File: src/design/cpu_read_port_defines.svh
`ifndef CPU_READ_PORT_DEFINES_SVH
`define CPU_READ_PORT_DEFINES_SVH

// bus and payload widths

`define ADDR_WIDTH 32
`define DATA_WIDTH 64
`define INSN_WIDTH 32
`define RESP_WIDTH 2 // axi resp code

`endif

File: src/design/cpu_read_port_pkg.sv
`include "cpu_read_port_defines.svh"

package cpu_read_port_pkg;

	typedef logic [`ADDR_WIDTH-1:0] addr_t;
	typedef logic [`DATA_WIDTH-1:0] data_t;
	typedef logic [`INSN_WIDTH-1:0] insn_t;
	typedef logic [`RESP_WIDTH-1:0] resp_t;

	// one bus beat, seen whole by data reads, as two halves by fetch
	typedef union packed {
		data_t dword;
		insn_t [1:0] half; // half[0] is the low word
	} read_beat_t;

	typedef enum logic [1:0] {
		owner_none,
		owner_fetch,
		owner_data
	} owner_t;

endpackage

File: src/design/rd_port_if.sv
`include "cpu_read_port_defines.svh"

// one requester's read channel between its slot and the arbiter
interface rd_port_if;

	logic ar_valid;
	logic ar_ready;
	logic [`ADDR_WIDTH-1:0] ar_addr;
	logic r_valid;
	logic r_ready;
	logic [`DATA_WIDTH-1:0] r_data;
	logic [`RESP_WIDTH-1:0] r_resp;

	modport requester (
		output ar_valid,
		output ar_addr,
		output r_ready,
		input ar_ready,
		input r_valid,
		input r_data,
		input r_resp
	);

	modport completer (
		input ar_valid,
		input ar_addr,
		input r_ready,
		output ar_ready,
		output r_valid,
		output r_data,
		output r_resp
	);

endinterface

File: src/design/cpu_read_port.sv
module cpu_read_port (
	input logic clock,
	input logic reset,

	input logic fetch_ar_valid,
	output logic fetch_ar_ready,
	input cpu_read_port_pkg::addr_t fetch_ar_addr,
	output logic fetch_r_valid,
	input logic fetch_r_ready,
	output cpu_read_port_pkg::insn_t fetch_r_data,
	output cpu_read_port_pkg::resp_t fetch_r_resp,

	input logic data_ar_valid,
	output logic data_ar_ready,
	input cpu_read_port_pkg::addr_t data_ar_addr,
	output logic data_r_valid,
	input logic data_r_ready,
	output cpu_read_port_pkg::data_t data_r_data,
	output cpu_read_port_pkg::resp_t data_r_resp,

	output logic m_ar_valid,
	input logic m_ar_ready,
	output cpu_read_port_pkg::addr_t m_ar_addr,
	input logic m_r_valid,
	output logic m_r_ready,
	input cpu_read_port_pkg::data_t m_r_data,
	input cpu_read_port_pkg::resp_t m_r_resp
);

	cpu_read_port_pkg::data_t fetch_r_wide; // upper half is zero

	rd_port_if fetch_port ();
	rd_port_if data_port ();

	assign fetch_r_data = cpu_read_port_pkg::insn_t'(fetch_r_wide);

	read_req_slot #(.NARROW(1)) fetch_slot (
		.clock (clock),
		.reset (reset),
		.up_ar_valid (fetch_ar_valid),
		.up_ar_addr (fetch_ar_addr),
		.up_r_ready (fetch_r_ready),
		.up_ar_ready (fetch_ar_ready),
		.up_r_valid (fetch_r_valid),
		.up_r_data (fetch_r_wide),
		.up_r_resp (fetch_r_resp),
		.port (fetch_port.requester)
	);

	read_req_slot #(.NARROW(0)) data_slot (
		.clock (clock),
		.reset (reset),
		.up_ar_valid (data_ar_valid),
		.up_ar_addr (data_ar_addr),
		.up_r_ready (data_r_ready),
		.up_ar_ready (data_ar_ready),
		.up_r_valid (data_r_valid),
		.up_r_data (data_r_data),
		.up_r_resp (data_r_resp),
		.port (data_port.requester)
	);

	read_arbiter arbiter (
		.clock (clock),
		.reset (reset),
		.m_ar_ready (m_ar_ready),
		.m_r_valid (m_r_valid),
		.m_r_data (m_r_data),
		.m_r_resp (m_r_resp),
		.m_ar_valid (m_ar_valid),
		.m_ar_addr (m_ar_addr),
		.m_r_ready (m_r_ready),
		.fetch (fetch_port.completer),
		.data (data_port.completer)
	);

endmodule

File: src/design/read_arbiter.sv
module read_arbiter (
	input logic clock,
	input logic reset,
	input logic m_ar_ready,
	input logic m_r_valid,
	input cpu_read_port_pkg::data_t m_r_data,
	input cpu_read_port_pkg::resp_t m_r_resp,
	output logic m_ar_valid,
	output cpu_read_port_pkg::addr_t m_ar_addr,
	output logic m_r_ready,
	rd_port_if.completer fetch,
	rd_port_if.completer data
);

	cpu_read_port_pkg::owner_t owner;
	logic idle;
	logic r_phase;
	logic own_fetch;
	logic own_data;
	logic ar_fire;
	logic r_fire;

	assign idle = (owner == cpu_read_port_pkg::owner_none);
	assign own_fetch = (owner == cpu_read_port_pkg::owner_fetch);
	assign own_data = (owner == cpu_read_port_pkg::owner_data);
	assign r_phase = !idle && !m_ar_valid; // ar done and waiting on r

	assign ar_fire = m_ar_valid && m_ar_ready;
	assign r_fire = m_r_valid && m_r_ready;

	always_ff @(posedge clock) begin
		if (reset) begin
			owner <= cpu_read_port_pkg::owner_none;
			m_ar_valid <= 1'b0;
		end else if (idle) begin
			// data wins over fetch
			if (data.ar_valid) begin
				owner <= cpu_read_port_pkg::owner_data;
				m_ar_valid <= 1'b1;
			end else if (fetch.ar_valid) begin
				owner <= cpu_read_port_pkg::owner_fetch;
				m_ar_valid <= 1'b1;
			end
		end else begin
			if (ar_fire)
				m_ar_valid <= 1'b0;
			if (r_fire)
				owner <= cpu_read_port_pkg::owner_none;
		end
	end

	assign m_ar_addr = own_data ? data.ar_addr : fetch.ar_addr;

	// ar ready only reaches the granted slot
	assign data.ar_ready = m_ar_valid && own_data && m_ar_ready;
	assign fetch.ar_ready = m_ar_valid && own_fetch && m_ar_ready;

	always_comb begin
		m_r_ready = 1'b0;
		if (r_phase)
			m_r_ready = own_data ? data.r_ready : fetch.r_ready;
	end

	assign data.r_valid = r_phase && own_data && m_r_valid;
	assign fetch.r_valid = r_phase && own_fetch && m_r_valid;

	// payload fans out and valid does the routing
	assign data.r_data = m_r_data;
	assign data.r_resp = m_r_resp;
	assign fetch.r_data = m_r_data;
	assign fetch.r_resp = m_r_resp;

	// a beat with no owner would be lost
	r_owned_a: assert property (@(posedge clock) disable iff (reset)
		m_r_valid |-> !idle);

	// address comes from the slot so this checks the slot holds it too
	m_ar_hold_a: assert property (@(posedge clock) disable iff (reset)
		m_ar_valid && !m_ar_ready |=> m_ar_valid && $stable(m_ar_addr));

endmodule

File: src/design/read_req_slot.sv
`include "cpu_read_port_defines.svh"

module read_req_slot #(
	parameter int NARROW = 0
) (
	input logic clock,
	input logic reset,
	input logic up_ar_valid,
	input cpu_read_port_pkg::addr_t up_ar_addr,
	input logic up_r_ready,
	output logic up_ar_ready,
	output logic up_r_valid,
	output cpu_read_port_pkg::data_t up_r_data,
	output cpu_read_port_pkg::resp_t up_r_resp,
	rd_port_if.requester port
);

	typedef enum logic [1:0] {
		st_empty,
		st_request,
		st_return
	} slot_state_t;

	slot_state_t state;
	logic issued; // ar already taken by the arbiter
	cpu_read_port_pkg::addr_t addr_q;
	cpu_read_port_pkg::read_beat_t beat;
	cpu_read_port_pkg::resp_t resp_q;

	assign up_ar_ready = (state == st_empty);
	assign up_r_valid = (state == st_return);
	assign up_r_resp = resp_q;

	assign port.ar_valid = (state == st_request) && !issued;
	assign port.ar_addr = addr_q;
	assign port.r_ready = (state == st_request) && issued;

	always_ff @(posedge clock) begin
		if (reset) begin
			state <= st_empty;
			issued <= 1'b0;
		end else begin
			case (state)
				st_empty: begin
					if (up_ar_valid) begin
						state <= st_request;
						issued <= 1'b0;
					end
				end
				st_request: begin
					if (port.ar_valid && port.ar_ready)
						issued <= 1'b1;
					if (port.r_valid && port.r_ready)
						state <= st_return;
				end
				st_return: begin
					if (up_r_ready)
						state <= st_empty; // upstream took the beat
				end
				default: state <= st_empty;
			endcase
		end
	end

	always_ff @(posedge clock) begin
		if (up_ar_valid && up_ar_ready)
			addr_q <= up_ar_addr;
		if (port.r_valid && port.r_ready) begin
			beat.dword <= port.r_data;
			resp_q <= port.r_resp;
		end
	end

	if (NARROW == 1) begin : g_narrow
		// addr bit 2 picks the instruction word
		assign up_r_data = {{(`DATA_WIDTH - `INSN_WIDTH){1'b0}}, beat.half[addr_q[2]]};
	end else begin : g_wide
		assign up_r_data = beat.dword;
	end

	// request must hold until the arbiter forwards it to the bus
	ar_hold_a: assert property (@(posedge clock) disable iff (reset)
		port.ar_valid && !port.ar_ready |=> port.ar_valid && $stable(port.ar_addr));

endmodule
File: config.mk
export PLATFORM = sky130hd
export DESIGN_NAME = cpu_read_port
export DESIGN_NICKNAME = d
export VERILOG_FILES = /design/src/design/cpu_read_port_pkg.sv /design/src/design/rd_port_if.sv /design/src/design/cpu_read_port.sv /design/src/design/read_arbiter.sv /design/src/design/read_req_slot.sv
export VERILOG_INCLUDE_DIRS = /design/src /design/src/design
export SDC_FILE = /design/constraint.sdc
export NUM_CORES = 1
export LEC_CHECK = 0
export ABC_AREA = 1
export BUFFER_PORTS_ARGS = -buffer_cell sky130_fd_sc_hd__buf_2
export CAP_MARGIN = 20
export CORE_MARGIN = 10
export CORE_UTILIZATION = 50
export DETAILED_ROUTE_END_ITERATION = 6
export PLACE_DENSITY = 0.88
export SYNTH_ARGS = -nofsm -noshare
export SYNTH_HDL_FRONTEND = slang
export SYNTH_SLANG_ARGS = --single-unit
File: constraint.sdc
create_clock -name clock -period 12.6 [get_ports clock]
set_input_delay 1.26 -clock clock [delete_from_list [all_inputs] [get_ports clock]]
set_output_delay 1.26 -clock clock [all_outputs]
set_load 0.05 [all_outputs]
# Word-level counts from Yosys, hierarchy flattened
# Index checks and enable logic that the tools add are counted.
[op_classes]
n_reduce_logical = 38
order_cmp = 1
n_mux = 27
eq_ne = 15
[op_table]
columns = ["cell", "count"]
rows = [
  ["two-way mux 32 bit", 3],
  ["logical AND 1 bit", 21],
  ["two-way mux 2 bit", 10],
  ["inequality test 2 bit, second input constant", 6],
  ["one-hot mux 2 bit (3 select lines)", 2],
  ["AND reduction 3 bit", 4],
  ["two-way mux 1 bit", 10],
  ["nonzero test 2 bit", 4],
  ["equality test 2 x 1 -> 1 bit, second input constant", 3],
  ["equality test 2 bit, second input constant", 3],
  ["logical NOT 2 bit", 3],
  ["logical NOT 1 bit", 4],
  ["inequality test 2 x 1 -> 1 bit, second input constant", 2],
  ["one-hot mux 1 bit (2 select lines)", 2],
  ["AND reduction 2 bit", 2],
  ["inequality test 3 bit, second input constant", 1],
  ["less-than comparator 1 x 2 -> 1 bit, second input constant", 1],
]
[totals]
input_bits = 138
ff_bits = 205
word_cells = 93
out_inout_bits = 138

# Depth between registers and ports, before layout
[logic_depth]
depth_word = 8
mapped_depth = 8
ltp_nobuf = 8

# Hierarchy
# Synthesis repeated with hierarchy kept, for this count alone.
[unflattened]
cells_unflattened = 512
area_unflattened_um2 = 8648.3
[by_module_without_submodules]
columns = ["module", "instances", "cells_per_inst", "seq_area_each_um2", "area_per_inst_um2"]
rows = [
  ["read_req_slot (fetch_slot)", 1, 192, 3002.9, 3881.2],
  ["read_req_slot (data_slot)", 1, 123, 3002.9, 3093.0],
  ["read_arbiter", 1, 197, 60.1, 1674.1],
]

# Worst setup path before layout
# OpenSTA, ideal clock, no wires.
[synth_path]
path_type = "input port to flip-flop"
from = "in m_r_valid"
to = "reg data_slot.state[0]"
n_path_buf = 0
setup_ps = 130
path_slack_ps = 7936
cell_stages = 5
required_time_ps = 12470
arrival_ps = 4534
cell_sequence = "nand2_1 -> nor2_1 -> inv_1 -> nand2_1 -> a21oi_1"
[synth_via]
elab_chain_cells = 4
[synth_rtl]
columns = ["element", "line", "source"]
rows = [
  ["from (decl)", "cpu_read_port.sv:24", "input logic m_r_valid,"],
  ["logical AND 1 bit", "read_arbiter.sv:64", "assign data.r_valid = r_phase && own_data && m_r_valid;"],
  ["logical AND 1 bit", "read_req_slot.sv:53", "if (port.r_valid && port.r_ready)"],
  ["inequality test 2 bit (no line)", "n/a", ""],
  ["AND reduction 3 bit (no line)", "n/a", ""],
  ["to (signal assigned)", "read_req_slot.sv:54", "state <= st_return;"],
  ["to (signal assigned)", "read_req_slot.sv:58", "state <= st_empty;"],
  ["to (signal assigned)", "read_req_slot.sv:60", "default: state <= st_empty;"],
  ["to (decl)", "read_req_slot.sv:24", "slot_state_t state;"],
]
# No other way between the ends.
# A chain may end at the register's enable or synchronous reset.

# Worst setup path after layout
[layout_path]
from = "reg arbiter.owner[0]"
to = "out m_r_ready"
[layout_via]
elab_chain_cells = 4
word_cells_on_any_way = 6
cone_classes = "1 x eq/ne; 2 x mux; 3 x reduce/logical"
[layout_rtl]
columns = ["element", "line", "source"]
rows = [
  ["from (decl)", "read_arbiter.sv:15", "cpu_read_port_pkg::owner_t owner;"],
  ["from (signal assigned)", "read_arbiter.sv:33", "owner <= cpu_read_port_pkg::owner_none;"],
  ["from (signal assigned)", "read_arbiter.sv:38", "owner <= cpu_read_port_pkg::owner_data;"],
  ["from (signal assigned)", "read_arbiter.sv:41", "owner <= cpu_read_port_pkg::owner_fetch;"],
  ["logical NOT 2 bit", "read_arbiter.sv:23", "assign idle = (owner == cpu_read_port_pkg::owner_none);"],
  ["logical NOT 1 bit", "read_arbiter.sv:26", "assign r_phase = !idle && !m_ar_valid;"],
  ["logical AND 1 bit", "read_arbiter.sv:26", ""],
  ["two-way mux 1 bit (*)", "read_arbiter.sv:60", "if (r_phase)"],
  ["to (decl)", "cpu_read_port.sv:25", "output logic m_r_ready,"],
]
# Every way passes the cells marked *; elsewhere a longest branch is shown, timed or not.

==> flow_summary.toml <==
[yosys]
synthesis.area_um2 = 7142
syn-instance-count = 414
synth-warning-count = 0
postSynthNetCount = 552
yosysUniqueCellTypes = 16
synth_area_per_cell_um2 = 17.25
ys_ff_latch = 205
synth_sequential_area_ratio_pct = 84.93

[sta]
transition_time_at_the_pin_with_the_least_slew_margin_ns = 1.104
grt_setup_unrepaired = "no"
clock_skew_ns = 0.009643
final_hold_violation_count = 0
final.min_clock_period_ns = 3.957
setup_tns_ns = 0
max_freq_mhz = 252.7
max_slew_headroom_at_the_worst_pin_pct = 26.25
worst_slack_ns = 8.643
hold_slack_ns = 0.4933
finalSetupViolCount = 0
maxSlewViolCount = 0
fin_crit_sh_pct = 31.40

[setup_path]
critical-path-max-stage-delay_ns = 0.80
crit_fanout = 33
cp_data_arrival_time_ns = 2.70
critical_path.endpoint_type = "primary output"
timing.critical_path.required_ns = 11.34
critical_path.most_common_cell = "sky130_fd_sc_hd__nand2_1"
critical_path.slowest_cell = "sky130_fd_sc_hd__nand2_1"
reg2reg_from = "arbiter.owner[1]"
timing_worst_setup_path_type = "flip-flop to primary output"
crit_path_cell_trace = "inv_2 -> nand2_1 -> nand3_1 -> nand2_1 -> nor3b_1 -> buf_2"
crit_start = "arbiter.owner[0]"
timing.critical_path.from_type = "flip-flop"

[clock_tree]
root_buf_cell = "sky130_fd_sc_hd__clkbuf_16"
cts_inserted_buffers = 21
clock_slew_at_the_register_clock_pins_of_the_worst_setup_and_hold_paths_ns = 0.06
ctsHoldBuffers = 0
cts_post_setup_buffers_inserted = 0
post_cts_resized = 0
clockBufferDepth = 3
clock-sinks = 205
cts_tree = "done"
h-tree-depth = 1
clock_insertion_delay_worst_skew_ns = 0.49

[power]
clkPwrFrac_pct = 37.9
vdd.ir_drop.worst_mv = 0.1267
fin_total_pwr_mw = 1.557
combinationalPowerShare_pct = 12.4
seq_power_share_pct = 49.7
net-switching-power_mw = 0.3942
leakage_nw = 3.902
power.density_nw_per_um2 = 164.9
internal_power_mw = 1.163
power_switching_share_pct = 25.31

[drt]
routed-via-count = 4541
route.final.wire_length_um = 18740
dr_drc_count = 0
drtAntennaViolNets = 0
drt-pass1-iter-count = 5
detail_route.wl_per_cell_um = 20.75
viasPerCell = 5.029
initialDrtViolationCount = 303

[worst_hold_path]
min-delay-start = "data_slot.issued"
min-delay-path-class = "flip-flop to flip-flop"

[job]
drv.max_cap_violation_count = 0

[global_routing]
grt.total_usage_pct = 18.36
grt_antenna_before_repair = 6
grt_start_max_net_pins = 68
first_global_vias = 4834
grt.overflow.total = 0
wire_length_of_the_first_global_routing_pass_um = 28080

[die]
rows = 43
die_w_um = 139.5
core_region_um2 = 13930
start_util_pct = 51.25
io_pins = 276
die-height_um = 139.5
design.die.area_um2 = 19460

[final_layout]
final_nets = 844
areaGrowthSynthToFinish_pct = 32.24
fin_util_pct = 67.77
share_of_layout_cells_above_drive_strength_1_pct = 48.54
final.fill_count = 930
mostFrequentLayoutCells = "sky130_fd_sc_hd__buf_2, sky130_fd_sc_hd__edfxtp_1, sky130_fd_sc_hd__nand2_1"
layout.cell_area.non_filler_um2 = 9444
final-instance-count-excl-fill = 903
layout_commonest_cell = "sky130_fd_sc_hd__buf_2"

[placement]
detailedPlace.worstSlack_ns = 9.177
routabilityCongestion = 0.9328
post-dp-hpwl_um = 14310
dpl_cell_area_um2 = 8776
i_o_buffers = 275
dpl.cell_count = 863

[outcome]
run_status = "finished, final reports clean"
[kinds of logic (layout without fill, tap and decap cells)]
| logic type | after synthesis | in the layout | synth area share, % |
|---|---|---|---|
| flip-flops | 205 | 205 | 84.93 |
| AND/OR/NAND/NOR | 137 | 137 | 7.603 |
| multiplexers | 32 | 32 | 5.046 |
| buffers and inverters | 31 | 338 | 1.787 |
| AO/OA/AOI/OAI | 9 | 9 | 0.6306 |
| other | 0 | 2 | 0 |
[path summary, 6_finish.rpt]
| kind | slack [ns] | depth (start not counted) | to |
|---|---|---|---|
| worst max register to register | 10.02 | 5 | data_slot.up_r_data[3] |
| worst min-delay path | 0.49 | 2 | data_slot.issued |
| worst max-delay path | 8.64 | 6 | m_r_ready |
| worst min register to register | 0.49 | 2 | data_slot.issued |
[per-layer routing]
layer | GRT usage [%] | vias up | wire (um) | share of wire [%]
met4 | 5.656 | 8 | 442 | 2.4
met3 | 9.255 | 37 | 2738 | 15
met2 | 30.71 | 281 | 9107 | 49
met1 | 19.96 | 2134 | 6399 | 34
li1 | - | 2081 | - | -
met5 | 0 | - | 48 | 0.26
[cell type report]
cell class | count | area [um2] | area share, %
flip-flops and latches | 205 | 6066 | 64.23
repair buffers | 280 | 1454 | 15.39
multi-input cells | 178 | 955.9 | 10.12
clock buffers | 23 | 533.0 | 5.644
well taps | 180 | 225.2 | 2.385
clock inverters | 15 | 130.1 | 1.378
inverters | 20 | 75.07 | 0.7949
diodes | 2 | 5.005 | 0.05299
[critical path: cells and delay by family (launching register included)]
family                 cells  cell delay (ns)
flip-flops                 1             0.41
buffers and inverters      2             0.37
AND/OR/NAND/NOR            4             1.41
[flip-flops by register name, summed over array words and instances (netlist names)]
register / cells
data_slot.up_r_data: 64
fetch_slot.state: 2
fetch_slot.up_r_resp: 2
data_slot.up_r_resp: 2
data_slot.port.ar_addr: 32
fetch_slot.beat: 64
arbiter.m_ar_valid: 1
data_slot.state: 2
data_slot.issued: 1
fetch_slot.issued: 1
arbiter.owner: 2
fetch_slot.port.ar_addr: 32
[cells in the mapped netlist]
| cell type | n | area [um2] |
|---|---|---|
| sky130_fd_sc_hd__nor2_4 | 1 | 11.26 |
| sky130_fd_sc_hd__inv_1 | 18 | 67.56 |
| sky130_fd_sc_hd__dfxtp_1 | 9 | 180.2 |
| sky130_fd_sc_hd__edfxtp_1 | 196 | 5886 |
| sky130_fd_sc_hd__buf_2 | 9 | 45.04 |
| sky130_fd_sc_hd__inv_2 | 2 | 7.510 |
| sky130_fd_sc_hd__nand3b_1 | 1 | 7.510 |
| sky130_fd_sc_hd__nand2_1 | 114 | 427.9 |
| sky130_fd_sc_hd__nand3_1 | 7 | 35.03 |
| sky130_fd_sc_hd__clkbuf_1 | 1 | 3.750 |
| sky130_fd_sc_hd__nand4_1 | 2 | 12.51 |
| sky130_fd_sc_hd__nor2_1 | 11 | 41.29 |
| sky130_fd_sc_hd__nor3b_1 | 1 | 7.510 |
| sky130_fd_sc_hd__buf_1 | 1 | 3.750 |
| sky130_fd_sc_hd__a21oi_1 | 9 | 45.04 |
| sky130_fd_sc_hd__mux2_2 | 32 | 360.4 |
[power groups by stage]
| stage | combinational [mW] | clock [mW] | sequential [mW] |
|---|---|---|---|
| 2_1_floorplan | 0.127 | 0 | 0.789 |
| 3_3_place_gp | 0.184 | 0 | 0.787 |
| 3_5_place_dp | 0.195 | 0 | 0.788 |
| 4_1_cts | 0.195 | 0.604 | 0.773 |
| 5_1_grt | 0.207 | 0.629 | 0.774 |
| 6_report | 0.194 | 0.590 | 0.773 |
Note: power is estimated with default switching activity, not from simulation.
